[config.mk]
export PLATFORM = sky130hd
export DESIGN_NAME = arm_control_unit
export DESIGN_NICKNAME = d
export VERILOG_FILES = /design/src/source/control_pkg.sv /design/src/source/instr_classifier.sv /design/src/source/step_sequencer.sv /design/src/source/dataproc_control.sv /design/src/source/transfer_control.sv /design/src/source/branch_control.sv /design/src/source/arm_control_unit.sv
export SDC_FILE = /design/constraint.sdc
export NUM_CORES = 1
export LEC_CHECK = 0
export CAP_MARGIN = 5
export CORE_MARGIN = 4
export CORE_UTILIZATION = 40
export DETAILED_ROUTE_END_ITERATION = 8
export DONT_BUFFER_PORTS = 1
export PLACE_DENSITY_LB_ADDON = 0.2
export SYNTH_ARGS = -nofsm -noshare
export SYNTH_HDL_FRONTEND = slang
export SYNTH_SLANG_ARGS = --single-unit
[constraint.sdc]
create_clock -name clk -period 2.6 [get_ports clk]
set_input_delay 0.26 -clock clk [delete_from_list [all_inputs] [get_ports clk]]
set_output_delay 0.26 -clock clk [all_outputs]
set_load 0.02 [all_outputs]
[src/source/control_pkg.sv]
`default_nettype none

package control_pkg;

    // ==================================================
    // Widths that carry a meaning
    // ==================================================

    typedef logic [31:0] word_t;
    typedef logic [3:0]  reg_idx_t;
    typedef logic [4:0]  shift_amt_t;
    typedef logic [23:0] imm24_t;
    typedef logic [1:0]  step_t;
    typedef logic [3:0]  alu_op_t;

    localparam reg_idx_t PC_REG = 4'd15;

    // ARM data-processing opcodes used by the sequencer itself
    localparam alu_op_t ALU_SUB = 4'd2;
    localparam alu_op_t ALU_ADD = 4'd4;
    localparam alu_op_t ALU_MOV = 4'd13;

    // ==================================================
    // Enumerations
    // ==================================================

    typedef enum logic [2:0] {
        DP_IMM,
        DP_REG_IMM,
        DP_REG_REG,
        LOAD,
        STORE,
        BRANCH,
        BRANCH_LINK,
        UNDEFINED
    } instr_class_t;

    typedef enum logic [1:0] {
        FLUSH_ADDR,
        FLUSH_FETCH,
        FLUSH_ADVANCE,
        RUN
    } flush_phase_t;

    typedef enum logic [1:0] {ADDR_PC, ADDR_INCR, ADDR_ALU} addr_src_t;

    typedef enum logic {A_NONE, A_RN} a_src_t;

    typedef enum logic [2:0] {
        B_NONE,
        B_IMM,
        B_RM,
        B_RS,
        B_RD,
        B_READ_DATA
    } b_src_t;

    // Same encoding as bits 6:5 of the instruction
    typedef enum logic [1:0] {LSL, LSR, ASR, ROR} shift_type_t;

    typedef enum logic [1:0] {WB_NONE, WB_RD, WB_RN, WB_R14} alu_wb_t;

    // ==================================================
    // Decoded fields and the datapath control word
    // ==================================================

    typedef struct packed {
        instr_class_t instr_class;
        reg_idx_t     rn;
        reg_idx_t     rm;
        alu_op_t      alu_op;
        logic         set_flags;
        shift_type_t  shift_type;
        shift_amt_t   shift_amt;
        logic [7:0]   imm8;
        logic [3:0]   rotate;
        logic [11:0]  imm12;
        logic         i;    // Transfer offset is a shifted register
        logic         p;
        logic         u;
        logic         b;
        logic         w;
        imm24_t       imm24;
    } decoded_t;

    typedef struct packed {
        addr_src_t   addr_src;
        logic        instr_fetch;
        logic        incr_writeback;
        logic        pipeline_advance;
        a_src_t      a_src;
        b_src_t      b_src;
        imm24_t      b_imm;
        logic        b_sign_extend;
        shift_type_t shift_type;
        shift_amt_t  shift_amt;
        logic        shift_latch_amt;
        logic        shift_use_latch;
        logic        shift_use_rrx;
        alu_op_t     alu_op;
        alu_wb_t     alu_wb;
        logic        set_flags;
        logic        alu_latch_op_b;
        logic        alu_use_op_b_latch;
        logic        alu_disable_op_b;
        logic        pc_rn_add_4;
        logic        pc_rm_add_4;
        logic        mem_read;
        logic        mem_write;
        logic        mem_byte;
    } control_t;

    // Fetch the next word from the PC and write PC + 4 back
    function automatic control_t fetch_word();
        control_t c;
        c = '0;
        c.addr_src = ADDR_PC;
        c.instr_fetch = 1'b1;
        c.incr_writeback = 1'b1;
        return c;
    endfunction

endpackage

`default_nettype wire

[src/source/instr_classifier.sv]
`timescale 1ns/1ps
`default_nettype none

module instr_classifier (
    input  control_pkg::word_t    instr,
    output control_pkg::decoded_t decoded
);

    import control_pkg::*;

    instr_class_t instr_class;

    // Class from the major opcode bits
    always_comb begin
        instr_class = UNDEFINED;
        if (instr[27:26] == 2'b00) begin
            if (instr[25]) begin
                instr_class = DP_IMM;
            end else if (!instr[4]) begin
                instr_class = DP_REG_IMM;
            end else if (!instr[7]) begin
                instr_class = DP_REG_REG;
            end
        end else if (instr[27:26] == 2'b01) begin
            instr_class = instr[20] ? LOAD : STORE;
        end else if (instr[27:25] == 3'b101) begin
            instr_class = instr[24] ? BRANCH_LINK : BRANCH;
        end
    end

    always_comb begin
        decoded.instr_class = instr_class;

        // A branch has no base field, its base is the PC
        if (instr_class == BRANCH || instr_class == BRANCH_LINK) begin
            decoded.rn = PC_REG;
        end else begin
            decoded.rn = instr[19:16];
        end
        decoded.rm = instr[3:0];

        decoded.alu_op     = instr[24:21];
        decoded.set_flags  = instr[20];
        decoded.shift_type = shift_type_t'(instr[6:5]);
        decoded.shift_amt  = instr[11:7];

        decoded.imm8   = instr[7:0];
        decoded.rotate = instr[11:8];
        decoded.imm12  = instr[11:0];

        // Single transfer flag bits
        decoded.i = instr[25];
        decoded.p = instr[24];
        decoded.u = instr[23];
        decoded.b = instr[22];
        decoded.w = instr[21];

        decoded.imm24 = instr[23:0];
    end

endmodule

`default_nettype wire

[src/source/step_sequencer.sv]
`timescale 1ns/1ps
`default_nettype none

module step_sequencer (
    input  logic                      clk,
    input  logic                      reset,
    input  logic                      flush_req,
    input  logic                      pipeline_advance,
    output control_pkg::flush_phase_t phase,
    output control_pkg::step_t        step
);

    import control_pkg::*;

    logic [1:0] flush_cnt;

    // 3 after reset, 1 after a flush request, then down to 0
    always_ff @(posedge clk) begin
        if (reset) begin
            flush_cnt <= 2'd3;
        end else if (flush_req) begin
            flush_cnt <= 2'd1;
        end else if (flush_cnt != 2'd0) begin
            flush_cnt <= flush_cnt - 2'd1;
        end
    end

    always_comb begin
        if (flush_req) begin
            phase = FLUSH_FETCH;
        end else begin
            case (flush_cnt)
                2'd3:    phase = FLUSH_ADDR;
                2'd2:    phase = FLUSH_FETCH;
                2'd1:    phase = FLUSH_ADVANCE;
                default: phase = RUN;
            endcase
        end
    end

    // Step within the current instruction, held at 2 by a word that never ends
    always_ff @(posedge clk) begin
        if (reset || pipeline_advance) begin
            step <= 2'd0;
        end else if (step != 2'd2) begin
            step <= step + 2'd1;
        end
    end

    a_step_in_range: assert property (@(posedge clk) disable iff (reset)
        (phase == RUN) |-> (step <= 2'd2));

    a_flush_done: assert property (@(posedge clk)
        $fell(reset) |-> ##[1:3] (flush_cnt == 2'd0));

endmodule

`default_nettype wire

[src/source/dataproc_control.sv]
`timescale 1ns/1ps
`default_nettype none

module dataproc_control (
    input  control_pkg::decoded_t decoded,
    input  control_pkg::step_t    step,
    output control_pkg::control_t control
);

    import control_pkg::*;

    logic is_compare;

    // TST, TEQ, CMP and CMN only update the flags
    assign is_compare = (decoded.alu_op[3:2] == 2'b10);

    always_comb begin
        control = '0;
        case (decoded.instr_class)
            DP_IMM: begin
                control = fetch_word();
                control.pipeline_advance = 1'b1;
                control.b_src = B_IMM;
                control.b_imm = imm24_t'(decoded.imm8);
                control.shift_type = ROR;
                control.shift_amt = {decoded.rotate, 1'b0};
            end

            DP_REG_IMM: begin
                control = fetch_word();
                control.pipeline_advance = 1'b1;
                control.b_src = B_RM;
                control.shift_type = decoded.shift_type;
                control.shift_amt = decoded.shift_amt;
                // ROR #0 encodes RRX
                if (decoded.shift_type == ROR && decoded.shift_amt == 5'd0) begin
                    control.shift_use_rrx = 1'b1;
                end
            end

            DP_REG_REG: begin
                if (step == 2'd0) begin
                    // Internal cycle to latch the amount from Rs
                    control.b_src = B_RS;
                    control.shift_latch_amt = 1'b1;
                end else if (step == 2'd1) begin
                    control = fetch_word();
                    control.pipeline_advance = 1'b1;
                    control.b_src = B_RM;
                    control.shift_type = decoded.shift_type;
                    control.shift_use_latch = 1'b1;
                    // PC reads one word further ahead in this form
                    control.pc_rn_add_4 = (decoded.rn == PC_REG);
                    control.pc_rm_add_4 = (decoded.rm == PC_REG);
                end
            end

            default: ;
        endcase

        // The ALU works on the step that ends the instruction
        if (control.pipeline_advance) begin
            control.alu_op = decoded.alu_op;
            control.alu_wb = is_compare ? WB_NONE : WB_RD;
            control.set_flags = decoded.set_flags;
        end
    end

endmodule

`default_nettype wire

[src/source/transfer_control.sv]
`timescale 1ns/1ps
`default_nettype none

module transfer_control (
    input  control_pkg::decoded_t decoded,
    input  control_pkg::step_t    step,
    output control_pkg::control_t control
);

    import control_pkg::*;

    logic    is_transfer;
    logic    base_writeback;
    alu_op_t offset_op;

    assign is_transfer = (decoded.instr_class == LOAD) || (decoded.instr_class == STORE);

    // Post-indexing always updates the base, pre-indexing only with W
    assign base_writeback = !decoded.p || decoded.w;

    assign offset_op = decoded.u ? ALU_ADD : ALU_SUB;

    always_comb begin
        control = '0;
        if (is_transfer && step == 2'd0) begin
            // ==================================================
            // Address step, prefetch while the ALU forms the address
            // ==================================================
            control = fetch_word();
            control.addr_src = ADDR_ALU;
            control.alu_op = offset_op;

            if (!decoded.p) begin
                // Base goes out unmodified, offset kept for writeback
                control.alu_disable_op_b = 1'b1;
                control.alu_latch_op_b = 1'b1;
            end else if (decoded.w) begin
                control.alu_latch_op_b = 1'b1;
            end

            if (decoded.i) begin
                control.b_src = B_RM;
                control.shift_type = decoded.shift_type;
                control.shift_amt = decoded.shift_amt;
                if (decoded.shift_type == ROR && decoded.shift_amt == 5'd0) begin
                    control.shift_use_rrx = 1'b1;
                end
            end else begin
                control.b_src = B_IMM;
                control.b_imm = imm24_t'(decoded.imm12);
            end
        end else if (is_transfer && step == 2'd1) begin
            // ==================================================
            // Memory step
            // ==================================================
            if (decoded.instr_class == LOAD) begin
                control.mem_read = 1'b1;
            end else begin
                control = fetch_word();
                control.pipeline_advance = 1'b1;
                control.b_src = B_RD;
                control.mem_write = 1'b1;
            end
            control.addr_src = ADDR_PC;
            control.alu_op = offset_op;
            control.mem_byte = decoded.b;
            if (base_writeback) begin
                control.alu_use_op_b_latch = 1'b1;
                control.alu_wb = WB_RN;
            end
        end else if (decoded.instr_class == LOAD && step == 2'd2) begin
            // Read data passes through the ALU into Rd
            control = fetch_word();
            control.pipeline_advance = 1'b1;
            control.alu_op = ALU_MOV;
            control.b_src = B_READ_DATA;
            control.alu_wb = WB_RD;
            control.mem_byte = decoded.b;
        end
    end

    // No clock reaches this stage, so the bus check is combinational
    always_comb begin
        a_one_mem_access: assert (!(control.mem_read && control.mem_write));
    end

endmodule

`default_nettype wire

[src/source/branch_control.sv]
`timescale 1ns/1ps
`default_nettype none

module branch_control (
    input  control_pkg::decoded_t decoded,
    input  control_pkg::step_t    step,
    output control_pkg::control_t control
);

    import control_pkg::*;

    logic target_step;
    logic link_step;

    assign target_step = (decoded.instr_class == BRANCH && step == 2'd0) ||
                         (decoded.instr_class == BRANCH_LINK && step == 2'd1);

    assign link_step = (decoded.instr_class == BRANCH_LINK && step == 2'd0);

    always_comb begin
        control = '0;
        if (target_step) begin
            // PC + (sign-extended offset << 2), sent out as the new address
            control.pipeline_advance = 1'b1;
            control.addr_src = ADDR_ALU;
            control.a_src = A_RN;
            control.b_src = B_IMM;
            control.b_imm = decoded.imm24;
            control.b_sign_extend = 1'b1;
            control.shift_type = LSL;
            control.shift_amt = 5'd2;
            control.alu_op = ALU_ADD;
            control.alu_wb = WB_RN;
        end else if (link_step) begin
            // Return address is the PC one word back
            control.a_src = A_RN;
            control.b_src = B_IMM;
            control.b_imm = 24'd4;
            control.alu_op = ALU_SUB;
            control.alu_wb = WB_R14;
        end
    end

endmodule

`default_nettype wire

[src/source/arm_control_unit.sv]
`timescale 1ns/1ps
`default_nettype none

module arm_control_unit (
    input  logic                  clk,
    input  logic                  reset,
    input  logic                  flush_req,
    input  logic                  condition_pass,
    input  control_pkg::word_t    instr,
    output control_pkg::control_t control
);

    import control_pkg::*;

    decoded_t     decoded;
    flush_phase_t phase;
    step_t        step;
    control_t     dp_control;
    control_t     xfer_control;
    control_t     br_control;

    // ==================================================
    // Stage chain
    // ==================================================

    instr_classifier u_instr_classifier (
        .instr   (instr),
        .decoded (decoded)
    );

    step_sequencer u_step_sequencer (
        .clk              (clk),
        .reset            (reset),
        .flush_req        (flush_req),
        .pipeline_advance (control.pipeline_advance),
        .phase            (phase),
        .step             (step)
    );

    dataproc_control u_dataproc_control (
        .decoded (decoded),
        .step    (step),
        .control (dp_control)
    );

    transfer_control u_transfer_control (
        .decoded (decoded),
        .step    (step),
        .control (xfer_control)
    );

    branch_control u_branch_control (
        .decoded (decoded),
        .step    (step),
        .control (br_control)
    );

    // Flush first, then the skip of a failed condition, then the class owner
    always_comb begin
        control = '0;
        case (phase)
            FLUSH_ADDR: begin
                control.addr_src = ADDR_PC;
            end
            FLUSH_FETCH: begin
                control = fetch_word();
                control.addr_src = ADDR_INCR;
            end
            FLUSH_ADVANCE: begin
                control = fetch_word();
                control.pipeline_advance = 1'b1;
            end
            default: begin
                if (!condition_pass) begin
                    control = fetch_word();
                    control.pipeline_advance = 1'b1;
                end else begin
                    case (decoded.instr_class)
                        DP_IMM, DP_REG_IMM, DP_REG_REG: control = dp_control;
                        LOAD, STORE:                    control = xfer_control;
                        BRANCH, BRANCH_LINK:            control = br_control;
                        default:                        control = '0;
                    endcase
                end
            end
        endcase
    end

    a_no_advance_on_addr: assert property (@(posedge clk) disable iff (reset)
        (phase == FLUSH_ADDR) |-> !control.pipeline_advance);

endmodule

`default_nettype wire

==> summary by stage <==
CTS
The TritonCTS buffer count is 3. The worst-skew pair later-pin latency is 0.23 ns. CTS saw 4 sinks. The CTS tree is built.

The clock-pin transition on the worst setup and hold timing paths is 0.04 ns. The master cell of the clock root buffer is clkbuf_4. The number of H-tree levels is 1.

Hold repair after CTS inserted 0 buffers. The number of buffers between clock root and the deepest sink is 2.

Floorplanning
After floorplanning, the core was divided into 20 placement rows. 95 I/O pins were placed. Measured along the y axis, the die boundary spans 65.4 um. The core area is 0.00310 mm^2. From left edge to right edge, the die measures 65.4 um.

The die covers 0.00427 mm^2. The initial utilization of the core area, before any placement, comes to 42.4%.

Logic synthesis
In this run the mean area of a mapped cell was 6.93 um^2. The total of flip-flops plus latches after synthesis is 4. The dominant cell type by area after synthesis is and3_1. The number of distinct standard cells referenced by the synthesized netlist is 57. The combined area of all synthesized cells is 0.00132 mm^2. The most used flip-flop cell after synthesis is dfxtp_1. When the netlist entered floorplanning its net count stood at 232. The number of instances in the synthesized netlist is 190. The Yosys warning count is 0.

Yosys mapped a number of flops with a built-in enable equal to 0. The share of the yosys chip area belonging to registers is 6.08%. By area the synthesized netlist is led by and3_1, dfxtp_1, nor2_1. The post-synthesis async set-or-reset flop share is 0%. Of the post-synthesis cell area, the dominant cell type holds around 8.1%.

Route
Using the TritonRoute via totals, the vias-per-cell ratio works out to 6.22. The average wire per cell in the routed design is 18.7 um. After detailed routing, the number of remaining DRC violations is 0. In this run the remaining antenna-violating nets after routing total 0. The initial DRC count is between 100 and 150.

The total length of routed wires is 4600 um. The detailed-router iteration count before antenna repair is 4. The number of vias in the routed layout is 1529.

Global routing
Global routing finished with a remaining overflow of 0. The number of global-route vias before repair came to roughly 1400. The overall global routing resource usage is between 20% and 30%. The first global-routing pass estimated roughly 7000 um of wire. The initial antenna violation count came to 0. Entering global routing, the biggest net connects 19 pins.

Power and ir drop
The power density over the cells is 313 mW/mm^2. IR analysis of the VDD net gives a maximum drop of ~0.11 mV. The leakage power summed over all cells is 0.636 nW.

Setup path
The arrival time of the worst setup path is roughly 2.2 ns. In this run the critical register-to-register path is launched from u_step_sequencer.step[0]. The start-to-end type of the worst setup path is reg2out. The kind of end point of the critical path is an output port. The largest fanout on the critical path is 9.

The sort of element at the start of the critical path is a flop. The data required time at the worst endpoint is 2.34 ns. The start point of the critical path is u_step_sequencer.step[0].

Timing
The number of failing hold endpoints at the final stage is 0. The final critical path takes up between 90% and 100% of the cycle. The clock tree skew after final layout is roughly 0.0032 ns.

The final count of negative-setup-slack endpoints is 0. The measured slew at the worst slew-check pin is 0.522 ns. Setup repair after global routing left no endpoint under its margin. The remaining max-slew budget at the tightest pin is between 60% and 70%. Based on the critical path, the design can be clocked at up to ~0.41 GHz. Counting I/O delays and the setup requirement, the final critical path takes roughly 2.5 ns. For the final routed database, the setup TNS stands at 0 ns. The max-slew violation count is 0.

Cells and area
The antenna diode count is 0. The layout has 347 filler cells. The post-route core utilization is around 48%. The total area of multi-input combinational cells is 0.00113 mm^2. The sequential cell area is ~80 um^2.

The area of all placed cells without fillers is roughly 0.0015 mm^2. After the last flow step, the layout net total stands at 246. Cells with a size suffix above 1 make up a little over 20% of the layout. The post-synthesis to final-layout area growth is 13.8%.

Run status
The flow ran to the end, and the final reports show no timing, DRC or antenna violations.

Placed design
The estimated wirelength of the detail-placed design is 3780 um. During placement, the flow inserted port buffers numbering 0. The cell area reported after detailed placement is 0.00144 mm^2. The routability congestion estimate from global placement is 0.926.

Worst hold path
The tightest min-delay check is of the in2reg type. The origin of the worst min-delay path is reset.

Flow run
The max-cap violation count is 0.
cell type report:
class	instances	area share (%)
multi-input cells	160	75.4
repair buffers	21	10.5
flip-flops and latches	4	5.35
well taps	44	3.68
inverters	14	3.51
clock buffers	3	1.50
worst max-delay path, cell delays in order, from the launching register on:
cell       delay [ns]
dfxtp_1          0.36
inv_1            0.08
ha_2             0.25
nand2b_1         0.19
a2111oi_0        0.43
nand4_1          0.17
a21boi_0         0.22
o21a_1           0.26
path summary, 6_finish.rpt:
check | endpoint | slack [ns] | cells after the start
worst min-delay path | u_step_sequencer.step[0] | 0.1 | 1
worst min register to register | u_step_sequencer.flush_cnt[1] | 0.46 | 1
worst max register to register | u_step_sequencer.step[1] | 0.63 | 8
worst max-delay path | control[23] | 0.14 | 7
cell usage in the layout, fill, tap and decap left out, types with 2 or more instances in the layout:
| cell | n |
|---|---|
| nand3b_1 | 3 |
| or2_2 | 2 |
| nor2b_1 | 3 |
| and2_1 | 12 |
| a31oi_1 | 5 |
| ha_2 | 2 |
| nor3_1 | 7 |
| o21a_1 | 3 |
| a211o_1 | 2 |
| buf_4 | 21 |
| o21bai_1 | 2 |
| nand2b_1 | 3 |
| clkbuf_4 | 3 |
| a21o_1 | 4 |
| and3_1 | 17 |
| ha_1 | 4 |
| a2111oi_0 | 3 |
| a21oi_1 | 9 |
| nor2_1 | 21 |
| a21boi_0 | 2 |
| inv_1 | 13 |
| nand3_1 | 3 |
| a211oi_1 | 2 |
| nand4_1 | 2 |
| mux2i_1 | 2 |
| a221oi_1 | 2 |
| nand2_1 | 9 |
| dfxtp_1 | 4 |
| o21ai_0 | 7 |
| a41oi_1 | 2 |
stage by stage:
step                      std cells  total power [W]  hold slack, ns  setup slack [ns]
final                           246         0.000469          0.0957             0.141
after global routing            246         0.000510          0.0865           0.00759
after CTS                       244         0.000459          0.0896            0.0244
after detailed placement        241         0.000376           0.335             0.195
after global placement          241         0.000366           0.334             0.231
after floorplan                 190         0.000314           0.333             0.334
timing repair:
action | 4_1_cts | 5_1_grt
setup endpoints to repair | 6 | 8
setup buffers | 0 | 2
gates resized for setup | 1 | 3
endpoints found under the hold margin | 0 | 0
pin swaps | 0 | 3
sequential cells by signal, indices dropped and copies added, names as in the netlist:
register	cells
u_step_sequencer.flush_cnt	2
u_step_sequencer.step	2
power breakdown:
part	total [W]	switching (W)	leakage [nW]	internal (W)
logic	0.000311	0.000197	0.589	0.000114
registers	0.0000799	0.00000764	0.0334	0.0000723
clock network	0.0000779	0.0000262	0.0138	0.0000517
total	0.000469	0.000231	0.636	0.000238
kinds of logic after synthesis:
family          Yosys count  share of synthesized area [%]
flops                     4                           6.08
xor+xnor                  1                          0.666
mux                       2                           1.52
compound gates           60                           37.5
simple gates             91                           39.2
buf+inv                  26                           9.32
fa+ha+maj                 6                           5.70
metal layers:
layer / track usage, % / up-vias / share of wire, %
met1: 27.5 / 724 / 44
li1: - / 735 / -
met2: 33.8 / 68 / 47
met5: 0 / - / 0
met4: 4.66 / 0 / 0.20
met3: 4.79 / 2 / 8.9
synth_stat cells (all sizes together) (2+ instances only):
cell / instances
a2111oi: 3
o31ai: 2
nand3: 3
nor2b: 3
nor2: 22
o21a: 3
nand2b: 3
nor3: 7
nand3b: 4
a21oi: 10
a31oi: 5
o211ai: 2
or2: 2
a211oi: 3
nand2: 9
a41oi: 3
buf: 8
nand4: 2
dfxtp: 4
clkbuf: 4
and2: 12
and3: 17
ha: 6
a21boi: 2
inv: 14
a221oi: 4
o21bai: 2
mux2i: 2
o21ai: 8
a21o: 4
a211o: 2
No activity file was read; power rests on OpenSTA's default activity.
